File: src/verilog/trackPkg.sv
package trackPkg;

    // ==============================
    // Sizes
    // ==============================

    // Heap slots, one per request in flight
    localparam int kNumEntries = 16;
    localparam int kIdxBits = 4;

    // Ring slots from the next allocation that must be free to admit a request
    localparam int kMinFreeSlots = 2;

    // Memory response lanes, also heap read and free ports
    localparam int kNumRspPorts = 2;

    // Request metadata fields
    localparam int kReqIdBits = 4;
    localparam int kUserTagBits = 8;
    localparam int kAddrBits = 20;

    // Returned read data
    localparam int kDataBits = 32;

    // ==============================
    // Types
    // ==============================

    // Heap slot index, doubles as the memory tag
    typedef logic [kIdxBits-1:0] idxT;

    // Metadata kept in the heap while a read is in flight (32 bits)
    typedef struct packed {
        logic [kReqIdBits-1:0] reqId;
        logic [kUserTagBits-1:0] userTag;
        logic [kAddrBits-1:0] addr;
    } reqInfoT;

    // Tagged read toward the memory
    typedef struct packed {
        idxT tag;
        logic [kAddrBits-1:0] addr;
    } memReqT;

    // One lane of read data from the memory
    typedef struct packed {
        idxT tag;
        logic [kDataBits-1:0] data;
    } memRspT;

    // Metadata joined to data, back to the client
    typedef struct packed {
        reqInfoT info;
        logic [kDataBits-1:0] data;
    } clientRspT;

endpackage
File: src/verilog/heapMulti.sv
`timescale 1ns/10ps

module heapMulti
#(
    parameter int numEntries = 32,
    parameter int dataBits = 64,
    parameter int numReadPorts = 1,
    // Free slots needed ahead of the pointer before notFull rises
    parameter int minFreeSlots = 1
)
(
    input  logic clk,
    input  logic resetb,

    // Allocation side, one enq per cycle
    input  logic enq,
    input  logic [dataBits-1:0] enqData,
    output logic notFull,
    output logic [$clog2(numEntries)-1:0] allocIdx,

    // Read ports, data one cycle after the request
    input  logic [$clog2(numEntries)-1:0] readReq [numReadPorts],
    output logic [dataBits-1:0] readRsp [numReadPorts],

    // Free ports, one per read port
    input  logic free [numReadPorts],
    input  logic [$clog2(numEntries)-1:0] freeIdx [numReadPorts]
);

    typedef logic [$clog2(numEntries)-1:0] slotT;
    typedef logic [dataBits-1:0] wordT;

    // One bit per slot, set while the slot is idle
    logic [numEntries-1:0] slotIdle;

    // Round-robin allocation pointer
    slotT nextAlloc;

    // Busy map with the low slots copied above the top
    logic [minFreeSlots+numEntries-1:0] slotIdleRepl;

    // Storage, one copy per read port
    wordT mem [numReadPorts][numEntries];

    assign allocIdx = nextAlloc;

    // ==============================
    // Allocation
    // ==============================

    // Copy lets the window run past the last slot without a modulo
    assign slotIdleRepl = {slotIdle[minFreeSlots-1:0], slotIdle};

    // Every slot in the window from the pointer must be idle
    assign notFull = &slotIdleRepl[nextAlloc +: minFreeSlots];

    always_ff @(posedge clk)
    begin
        if (!resetb)
        begin
            nextAlloc <= '0;
        end
        else if (enq)
        begin
            // Size need not be a power of two
            if (nextAlloc == slotT'(numEntries - 1))
            begin
                nextAlloc <= '0;
            end
            else
            begin
                nextAlloc <= nextAlloc + 1'b1;
            end
        end
    end

    // ==============================
    // Storage
    // ==============================

    // All copies take every enq, so lanes read in parallel with a write
    for (genvar p = 0; p < numReadPorts; p++)
    begin : gPort
        always_ff @(posedge clk)
        begin
            readRsp[p] <= mem[p][readReq[p]];
            if (enq)
            begin
                mem[p][nextAlloc] <= enqData;
            end
        end
    end

    // ==============================
    // Busy map
    // ==============================

    always_ff @(posedge clk)
    begin
        if (!resetb)
        begin
            // Everything idle after reset
            slotIdle <= '1;
        end
        else
        begin
            // Allocated slot was idle, so it never collides with a free
            if (enq)
            begin
                slotIdle[nextAlloc] <= 1'b0;
            end
            for (int i = 0; i < numReadPorts; i++)
            begin
                if (free[i])
                begin
                    slotIdle[freeIdx[i]] <= 1'b1;
                end
            end
        end
    end

endmodule

File: src/verilog/reqIssue.sv
`timescale 1ns/10ps

module reqIssue
(
    input  logic clk,
    input  logic resetb,

    // Client request
    input  logic reqEn,
    input  trackPkg::reqInfoT reqInfo,
    output logic reqReady,

    // Memory back-pressure
    input  logic memAlmostFull,

    // Heap allocation port
    input  logic notFull,
    input  trackPkg::idxT allocIdx,
    output logic enq,
    output trackPkg::reqInfoT enqData,

    // Slot frees from the response lanes
    input  logic slotFree [trackPkg::kNumRspPorts],

    // Tagged request to the memory
    output logic memReqEn,
    output trackPkg::memReqT memReq,

    // Slots in flight
    output logic [trackPkg::kIdxBits:0] outstanding
);

    // Request taken this cycle
    logic accept;

    // Count after this cycle's issue and frees
    logic [trackPkg::kIdxBits:0] nextCount;

    // ==============================
    // Admission
    // ==============================

    // Room in the heap and room in the memory queue
    assign reqReady = notFull & ~memAlmostFull;
    assign accept = reqEn & reqReady;

    // Metadata goes straight into the slot at allocIdx
    assign enq = accept;
    assign enqData = reqInfo;

    // ==============================
    // Memory request
    // ==============================

    always_ff @(posedge clk)
    begin
        if (!resetb)
        begin
            memReqEn <= 1'b0;
        end
        else
        begin
            memReqEn <= accept;
        end
    end

    // Slot index becomes the tag
    always_ff @(posedge clk)
    begin
        if (accept)
        begin
            memReq.tag <= allocIdx;
            memReq.addr <= reqInfo.addr;
        end
    end

    // ==============================
    // Outstanding count
    // ==============================

    // One up per issue, one down per lane free, all in the same cycle
    always_comb
    begin
        nextCount = outstanding;
        if (accept)
        begin
            nextCount = nextCount + 1'b1;
        end
        for (int i = 0; i < trackPkg::kNumRspPorts; i++)
        begin
            if (slotFree[i])
            begin
                nextCount = nextCount - 1'b1;
            end
        end
    end

    always_ff @(posedge clk)
    begin
        if (!resetb)
        begin
            outstanding <= '0;
        end
        else
        begin
            outstanding <= nextCount;
        end
    end

endmodule

File: src/verilog/reqTracker.sv
`timescale 1ns/10ps

module reqTracker
(
    input  logic clk,
    input  logic resetb,

    // Client request side
    input  logic reqEn,
    input  trackPkg::reqInfoT reqInfo,
    output logic reqReady,

    // Memory request side
    output logic memReqEn,
    output trackPkg::memReqT memReq,
    input  logic memAlmostFull,

    // Memory response lanes, any order
    input  logic memRspEn [trackPkg::kNumRspPorts],
    input  trackPkg::memRspT memRsp [trackPkg::kNumRspPorts],

    // Client response lanes
    output logic rspEn [trackPkg::kNumRspPorts],
    output trackPkg::clientRspT rsp [trackPkg::kNumRspPorts],

    // Slots in flight
    output logic [trackPkg::kIdxBits:0] outstanding
);

    // Allocation between issue stage and heap
    logic enq;
    trackPkg::reqInfoT enqData;
    logic notFull;
    trackPkg::idxT allocIdx;

    // Per-lane heap traffic
    trackPkg::idxT readReq [trackPkg::kNumRspPorts];
    trackPkg::reqInfoT readRsp [trackPkg::kNumRspPorts];
    logic free [trackPkg::kNumRspPorts];
    trackPkg::idxT freeIdx [trackPkg::kNumRspPorts];

    // ==============================
    // Issue
    // ==============================

    reqIssue i_issue
    (
        .clk(clk),
        .resetb(resetb),
        .reqEn(reqEn),
        .reqInfo(reqInfo),
        .reqReady(reqReady),
        .memAlmostFull(memAlmostFull),
        .notFull(notFull),
        .allocIdx(allocIdx),
        .enq(enq),
        .enqData(enqData),
        .slotFree(free),
        .memReqEn(memReqEn),
        .memReq(memReq),
        .outstanding(outstanding)
    );

    // ==============================
    // Heap
    // ==============================

    // Stored word is the request metadata
    heapMulti #(
        .numEntries(trackPkg::kNumEntries),
        .dataBits($bits(trackPkg::reqInfoT)),
        .numReadPorts(trackPkg::kNumRspPorts),
        .minFreeSlots(trackPkg::kMinFreeSlots)
    ) i_heap
    (
        .clk(clk),
        .resetb(resetb),
        .enq(enq),
        .enqData(enqData),
        .notFull(notFull),
        .allocIdx(allocIdx),
        .readReq(readReq),
        .readRsp(readRsp),
        .free(free),
        .freeIdx(freeIdx)
    );

    // ==============================
    // Response lanes
    // ==============================

    for (genvar p = 0; p < trackPkg::kNumRspPorts; p++)
    begin : gLane
        rspMatch i_match
        (
            .clk(clk),
            .resetb(resetb),
            .memRspEn(memRspEn[p]),
            .memRsp(memRsp[p]),
            .readReq(readReq[p]),
            .readRsp(readRsp[p]),
            .free(free[p]),
            .freeIdx(freeIdx[p]),
            .rspEn(rspEn[p]),
            .rsp(rsp[p])
        );
    end

endmodule

File: src/verilog/rspMatch.sv
`timescale 1ns/10ps

module rspMatch
(
    input  logic clk,
    input  logic resetb,

    // One memory response lane
    input  logic memRspEn,
    input  trackPkg::memRspT memRsp,

    // Heap read port for this lane
    output trackPkg::idxT readReq,
    input  trackPkg::reqInfoT readRsp,

    // Heap free port for this lane
    output logic free,
    output trackPkg::idxT freeIdx,

    // Client response for this lane
    output logic rspEn,
    output trackPkg::clientRspT rsp
);

    // Response waiting one cycle for the heap read
    logic rspValid;
    logic [trackPkg::kDataBits-1:0] rspData;

    // ==============================
    // Lookup and free
    // ==============================

    // Tag is the slot, read it now and let it go at the edge
    assign readReq = memRsp.tag;

    // Read data is captured at the same edge, so freeing early is safe
    assign free = memRspEn;
    assign freeIdx = memRsp.tag;

    // ==============================
    // Join
    // ==============================

    always_ff @(posedge clk)
    begin
        if (!resetb)
        begin
            rspValid <= 1'b0;
        end
        else
        begin
            rspValid <= memRspEn;
        end
    end

    // Data lines up with the heap read one cycle later
    always_ff @(posedge clk)
    begin
        if (memRspEn)
        begin
            rspData <= memRsp.data;
        end
    end

    assign rspEn = rspValid;

    // Stored metadata plus returned data
    assign rsp.info = readRsp;
    assign rsp.data = rspData;

endmodule

File: config.mk
export PLATFORM = sky130hd
export DESIGN_NAME = reqTracker
export DESIGN_NICKNAME = d
export VERILOG_FILES = /design/src/verilog/trackPkg.sv /design/src/verilog/heapMulti.sv /design/src/verilog/reqIssue.sv /design/src/verilog/reqTracker.sv /design/src/verilog/rspMatch.sv
export SDC_FILE = /design/constraint.sdc
export NUM_CORES = 1
export LEC_CHECK = 0
export BUFFER_PORTS_ARGS = -buffer_cell sky130_fd_sc_hd__buf_4
export CORE_MARGIN = 5
export CORE_UTILIZATION = 42
export DETAILED_ROUTE_END_ITERATION = 12
export GPL_TIMING_DRIVEN = 0
export PLACE_DENSITY_LB_ADDON = 0.3
export REMOVE_ABC_BUFFERS = 1
export SLEW_MARGIN = 10
export SYNTH_ARGS = -nofsm -noshare
export SYNTH_HDL_FRONTEND = slang
export SYNTH_SLANG_ARGS = --single-unit
File: constraint.sdc
create_clock -name clk -period 5.9 [get_ports clk]
set_input_delay 1.18 -clock clk [delete_from_list [all_inputs] [get_ports clk]]
set_output_delay 1.18 -clock clk [all_outputs]
set_load 0.05 [all_outputs]
Yosys cells after proc, flatten, opt, wreduce, memory -nomap -nowiden
Memories as Yosys holds them, arrays and structs flattened.
Index checks and enable logic that the tools add are counted.
- latch bits: 0
- memories kept: 1
- flip-flop bits (word level): 180
- memory bits (read-only): 0
- input bits: 110
- output and inout port bits: 161
- bits in writable memories: 1024
- div/mod/pow operators: 0
- add/subtract/negate cells: 4
- magnitude comparators: 10
- muxes and demuxes: 25
- multipliers: 0
- shift operators: 1
- bitwise logic cells: 10
- reduce and logical (&&, ||, !) cells: 5
- equal/unequal tests: 1
- memory list (memory ; depth ; bits a word ; rd ports ; clocked after memory_dff ; write ports ; line ; RTL):
    i_heap.mem ; 2 ; 512 ; 2 ; 0 ; 2 ; heapMulti.sv:43 ; wordT mem [numReadPorts][numEntries];
- operator list (kind ; number):
    $mux W512 ; 1
    $bmux W32 S4 ; 2
    $mux W32 ; 5
    $demux W32 S4 ; 1
    $mux W16 ; 5
    $or A16 B16 Y16 ; 2
    $shiftx A18 B5 Y2 ; 1
    $and A16 B16 Y16 ; 1
    $not A16 Y16 ; 1
    $ge A5 B5 Y1 const B ; 3
    $lt A4 B5 Y1 const B ; 3
    $mux W5 ; 3
    $not A4 Y5 ; 3
    $demux W1 S4 ; 3
    $ge A4 B1 Y1 const B ; 3
    $sub A5 B1 Y5 const B ; 2
    $add A5 B1 Y5 const B ; 1
    $lt A5 B1 Y1 const B ; 1
    $add A4 B1 Y4 const B ; 1
    $eq A4 B4 Y1 const B ; 1
    $logic_and A1 B1 Y1 ; 4
    $mux W1 ; 4
    $mux W4 ; 1
    $and A1 B1 Y1 ; 2
    2 further kinds ; 2

Logic depth before layout (Yosys ltp)
Gate-level depths: netlist of the first run.
- word-level depth: 13
- mapped depth: 13

Modules after synthesis
Synthesis of the first run repeated with hierarchy kept, for this count alone.
- cells, all modules: 1372
- area, all modules: 29638.4 sq um
- by module, submodules not included (module ; area each (sq um) ; sequential area each (sq um) ; cells an instance ; instances):
    heapMulti ; 25648.3 ; 17056.4 ; 1116 ; 1
    rspMatch ; 1295.0 ; 980.9 ; 75 ; 2
    reqIssue ; 1400.1 ; 840.8 ; 106 ; 1

Worst setup path after synthesis of the first run
Ideal clock, no wire load.
- path type: input to register
- start point: input port memAlmostFull
- end point: memory i_heap.mem[0][415] in the netlist's numbering (enable)
- path buffers: 1
- path slack: 0.609 ns
- library setup time: 0.463 ns
- cell stages on the path: 7
- arrival time: 4.828 ns
- cell sequence: nor3b_1 -> a22o_1 -> o221ai_4 -> inv_2 -> buf_2 -> nand2_1 -> nor3_1
- RTL lines (item ; line ; RTL):
    start: declaration ; reqTracker.sv:16 ; input logic memAlmostFull,
    end: declaration ; heapMulti.sv:43 ;

==> metrics, run 1 <==
outcome=finished, final reports clean; relative slew slack=19.33%; Gate Count Post-Synth=1291; top cell type's share of synthesized area=62.72%; die width=271.5 um; post-CTS resize count=0; clk_lat worst skew=0.60 ns; Total Routed Length=72490 um; WP data arrival=4.88 ns; vias in the first global route=16030; unrepaired setup endpoints after global routing=false; number of flops mapped to enable cells by yosys=600; cts bufs inserted=76; Row Count=95; Pwr Density=328.7 mW/mm2; ratio of cells with drive above 1 in the final layout=46.65%; f_max=0.2177 GHz; worst min path class=flip-flop to flip-flop; Hold Fails Final Rpt=0; post-route ant nets=0; core area=0.06751 mm2; post-synthesis sequential area ratio=69.13%; Setup TNS Final=0 ns; # Post-CTS Setup Buffers=0; drc violations=0; Min Clock Period, post-route=4.593 ns; P_sw=2.740 mW; Nets=1719; clock power share=40.4%; IO Pins=271; first-pass GRT wire length=106900 um; worst-path maximum fanout=36; Synth Warn #=0; Synth area leaders=edfxtp_1, mux4_2, dfxtp_1, clkbuf_1, nor2_1; Initial DRC Count=1579; crit path launch type=flip-flop; post-synthesis mux area share=25.83%; die area=0.07372 mm2; synth cell count leaders=edfxtp_1, mux4_2, dfxtp_1, clkbuf_1, nor2_1; Seq pwr share=48.1%; worst slew pin tran=1.208 ns; hold buffer count at CTS=0; main flop type after synthesis=edfxtp_1; Int Pwr=8.755 mW; largest net degree at the start of global routing=71; met1 usage=26.58%; Post-Synth Simple-Gate Area=1.620%; Worst setup EP type=flip-flop; die height=271.5 um; Area growth syn-to-layout=21.74%; global route hottest layer=met2; XOR/XNOR Fraction of Synth Area=0.2701%; Post-Synth Adder-Cell Area=0.3049%; main combinational cell family by area after synthesis=multiplexers; grt ovf=0; Netlist cell types=52; compound-gate portion of the synthesized area=1.503%; overall routing resource usage=19.48%; antenna violations before repair=1; vias per cell=5.970; max-cap viol count=0; Worst Skew=0.01520 ns; R2R Path Start=i_heap.allocIdx[0]; final core utilization=51.80%; Clock Tree Buf Depth=3; most frequent cell after synthesis=edfxtp_1; Buffers on Ports=270; Finished Layout Cells=2528; met2 Track Usage GR=32.02%; CP cell instances=mux4_2, a22o_1, o221ai_4, inv_2, nand2_1, nor3_2, buf_6, buf_4; VDD IR max=0.1600 mV; via count=15090; ANT cells=0; CTS tree=yes; DP HPWL=44470 um; Pleak=11.62 nW; Sw Ratio=23.84%; synthesized flop and latch total=692; Placed Cells=2397; first-pass detailed-route iteration total=6; final setup violation count=0; worst hold start=i_heap.slotIdle[2]; combinational power share=11.5%; Root Driver=clkbuf_16; Initial Util=42.55%; Clock Sinks=692; post-synthesis instance area=0.02873 mm2; Final Max Slew Viols=0; H-tree depth=3; Synth area leader=edfxtp_1; CTS clk-pin slew, worst paths=0.06 ns; Post-synth ARST share=0%; GP Congestion=0.8155; worst stage delay on the critical path=0.91 ns; syn avg cell area=22.25 um2; grt met3 use=4.283%; Critical Path Start=i_heap.allocIdx[0]; crit share post-route=77.85%; slowest CP cell=inv_2; wire length per cell=28.67 um; CP Class=flip-flop to flip-flop; worst path required time=6.19 ns
==> cells in the final DEF (no fill, tap or decap), types with 4 or more instances in the layout <==
master,netlist,routed
buf_6,0,11
clkinv_1,0,10
inv_1,11,11
nand2b_1,4,4
nor3b_1,4,4
a22o_1,4,4
ha_1,7,7
o21ai_0,18,18
bufinv_16,0,6
and2_1,4,4
a221oi_1,5,5
nand3_1,9,9
buf_12,0,17
clkbuf_8,0,7
nor3_2,0,4
mux4_2,328,328
buf_8,0,6
nand2_1,19,19
edfxtp_1,600,600
dfxtp_1,92,92
clkinv_2,0,7
nor2b_1,6,6
clkbuf_1,60,19
nor2_1,26,14
xnor2_1,5,5
buf_16,0,13
a21oi_1,9,9
clkbuf_16,0,79
buf_4,3,273
nor3_1,9,5
nor2_4,0,12
==> logic make-up after synthesis <==
family,Yosys count
DFF,692
adders and majority gates,7
buffers and inverters,99
and+or+nand+nor,94
muxes,331
xor gates and xnor gates,8
AOI/OAI and AO/OA,60
==> routing by layer <==
layer  share of wire [%]  wire length [um]
met1                  40             29070
met2                  49             35790
met3                 8.2              5932
met4                 2.3              1683
met5               0.018                13
==> layout make-up <==
cell class                      count  area [um2]
Fill cell                        5250       32540
Tap cell                          873        1092
Sequential cell                   692       19860
Timing Repair Buffer              320        2962
Inverter                           12       45.04
Clock buffer                      105        2145
Clock inverter                     26       276.5
Multi-Input combinational cell    500        8592
==> sequential cells by signal (all words and copies together), names as in the netlist <==
signal                 flops
i_heap.mem               512
i_heap.allocIdx            4
gLane.i_match.rspEn        2
i_issue.memReq            24
i_issue.memReqEn           1
i_heap.readRsp            64
i_issue.outstanding        5
i_heap.slotIdle           16
gLane.i_match.rspData     64
==> power groups by stage <==
stage / combinational, mW / clock, mW / sequential (mW)
finish: 1.33 / 4.64 / 5.53
global route: 1.40 / 5.00 / 5.54
global placement: 1.32 / 0 / 5.63
CTS: 1.34 / 4.75 / 5.53
detailed placement: 1.34 / 0 / 5.63
floorplan: 0.423 / 0 / 5.99
==> through the flow <==
step | worst slack (ns) | cell area, um2 | hold slack [ns] | power (mW)
global placement | -3.609 | 31510 | 0.4803 | 6.955
global route | 0.9502 | 34970 | 0.5324 | 11.94
detailed placement | 0.8556 | 32550 | 0.4876 | 6.971
floorplan | 0.7270 | 28390 | 0.4467 | 6.409
finish | 1.307 | 34970 | 0.4944 | 11.50
CTS | 1.200 | 34970 | 0.4981 | 11.62
==> critical path: cells and delay by family (launching register included) <==
family | cells | cell delay [ns]
buffers and inverters | 3 | 1.37
AND/OR/NAND/NOR | 2 | 1.33
flip-flops | 1 | 0.79
AO/OA/AOI/OAI | 2 | 0.39
multiplexers | 1 | 0.37
==> path summary, 6_finish.rpt <==
path,end,slack [ns],cells after the start
worst min register to register,i_heap.slotIdle[2],0.49,2
worst min-delay path,i_heap.slotIdle[2],0.49,2
worst max-delay path,i_heap.mem[0][958],1.31,8
worst max register to register,i_heap.mem[0][958],1.31,8
(Power assumes the default switching activity.)
==> run 2, diff against run 1 <==
==> constraint.sdc (replaced) <==
create_clock -name clk -period 4.4 [get_ports clk]
set_input_delay 0.88 -clock clk [delete_from_list [all_inputs] [get_ports clk]]
set_output_delay 0.88 -clock clk [all_outputs]
set_load 0.05 [all_outputs]
==> metrics, run 2 (synthesized netlist as in run 1, its figures left out) <==
Final Max Slew Viols=0; DP HPWL=44470 um; slowest CP cell=dfxtp_1; R2R Path Start=i_heap.allocIdx[2]; outcome=finished, final reports clean; Worst setup EP type=flip-flop; Seq pwr share=48.1%; wire length per cell=28.69 um; Sw Ratio=23.84%; Worst Skew=0.01517 ns; via count=15150; largest net degree at the start of global routing=71; commonest cells after routing, fill and taps aside=edfxtp_1, mux4_2, buf_4; hold depth=1; Design Area, Final=0.03498 mm2; CTS tree=yes; clock power share=40.4%; P_sw=3.676 mW; die area=0.07372 mm2; worst slew pin tran=1.083 ns; Top Registers=i_heap.mem (512), gLane.i_match.rspData (64), i_heap.readRsp (64); CP cell instances=nor3b_1, a22o_1, o221ai_4, inv_4, nand2_1, nor3_2, buf_6, buf_4; Worst Reg-to-Reg Cells=8; Root Driver=clkbuf_16; die height=271.5 um; relative slew slack=27.80%; dpl cell area=0.03255 mm2; first-pass detailed-route iteration total=5; Initial DRC Count=1485; Pleak=11.62 nW; dpl ws=-0.3444 ns; unrepaired setup endpoints after global routing=false; max-cap viol count=0; crit share post-route=92.13%; Clock Tree Buf Depth=3; vias per cell=5.991; Nets=1719; worst min path class=input pin to flip-flop; VDD IR max=0.2136 mV; CP Class=flip-flop to flip-flop; cts bufs inserted=76; Placed Cells=2397; Finished Layout Cells=2529; CTS clk-pin slew, worst paths=0.06 ns; final setup violation count=0; worst-path maximum fanout=36; grt ovf=0; H-tree depth=3; Hold Fails Final Rpt=0; r2r endpoint=i_heap.mem[0][958]; overall routing resource usage=19.48%; Pwr Density=440.7 mW/mm2; GP Congestion=0.8155; worst path required time=4.69 ns; crit path launch type=flip-flop; vias in the first global route=16020; post-route ant nets=0; most common cell after layout, fill and taps aside=edfxtp_1; Area growth syn-to-layout=21.77%; Buffers on Ports=270; Clock Sinks=692; ratio of cells with drive above 1 in the final layout=46.71%; antenna violations before repair=1; Row Count=95; drc violations=0; max FFs per register=512; clk_lat worst skew=0.60 ns; die width=271.5 um; Min Clock Period, post-route=4.054 ns; f_max=0.2467 GHz; Final Total Pwr=15.42 mW; Int Pwr=11.74 mW; first-pass GRT wire length=106900 um; hold endpoint=gLane[0].i_match.rspData[5]; Total Routed Length=72560 um; IO Pins=271; core area=0.06751 mm2; combinational power share=11.6%; worst setup margin=0.3465 ns; Biggest register=i_heap.mem; worst hold start=memRsp[41]; Critical Path Start=i_heap.allocIdx[2]; Initial Util=42.55%; worst stage delay on the critical path=0.76 ns; WP data arrival=4.34 ns; FF-to-FF setup slack=0.35 ns
run 2: layout make-up:
cell class | instances | area [um2]
Tap cell | 873 | 1092
Multi-Input combinational cell | 500 | 8592
Sequential cell | 692 | 19860
Inverter | 12 | 47.55
Clock buffer | 105 | 2145
Clock inverter | 26 | 276.5
Antenna cell | 1 | 2.502
Fill cell | 5248 | 32540
Timing Repair Buffer | 320 | 2962
run 2: worst max-delay path: cells and delay by family (launching register included):
family	cells	cell delay (ns)
DFF	1	0.76
and+or+nand+nor	3	1.50
buffers and inverters	3	1.04
AOI/OAI and AO/OA	2	0.41
run 2: stage by stage:
step                utilization (%)  hold WS [ns]   TNS, ns
global placement              46.66        0.4803  -1735.47
floorplan                         -        0.4467    -58.44
detailed placement            48.21        0.4876    -38.33
finish                        51.81        0.4608         0
CTS                           51.80        0.4238         0
global route                  51.80        0.4354         0
run 2: routing by layer:
layer	track usage [%]	wire, um	vias to the layer above
li1	-	-	6247
met3	4.283	6193	146
met4	5.538	1764	2
met5	0	13	-
met2	32.00	35820	733
met1	26.60	28770	8022
run 2: what timing repair did:
| action | CTS | global route |
|---|---|---|
| buffers inserted | 0 | 0 |
| endpoints found under the setup margin | 195 | 2 |
| hold buffers | 0 | 0 |
| gates cloned | 0 | 0 |
| gates resized for setup | 1 | 1 |
run 2: power groups by stage:
stage,clock network (mW),registers (mW),logic (mW)
after floorplan,0,8.03,0.568
after global routing,6.70,7.43,1.88
after detailed placement,0,7.55,1.80
after global placement,0,7.55,1.77
after CTS,6.36,7.41,1.80
final,6.22,7.41,1.78
run 2: worst max path at each step:
stage	to	slack, ns
floorplan	i_heap.mem[0][415]	-0.47
global placement	i_heap.slotIdle[0]	-4.81
detailed placement	i_heap.mem[0][926]	-0.34
CTS	i_issue.outstanding[4]	0.07
global route	i_issue.outstanding[4]	0.02
finish	i_heap.mem[0][958]	0.35
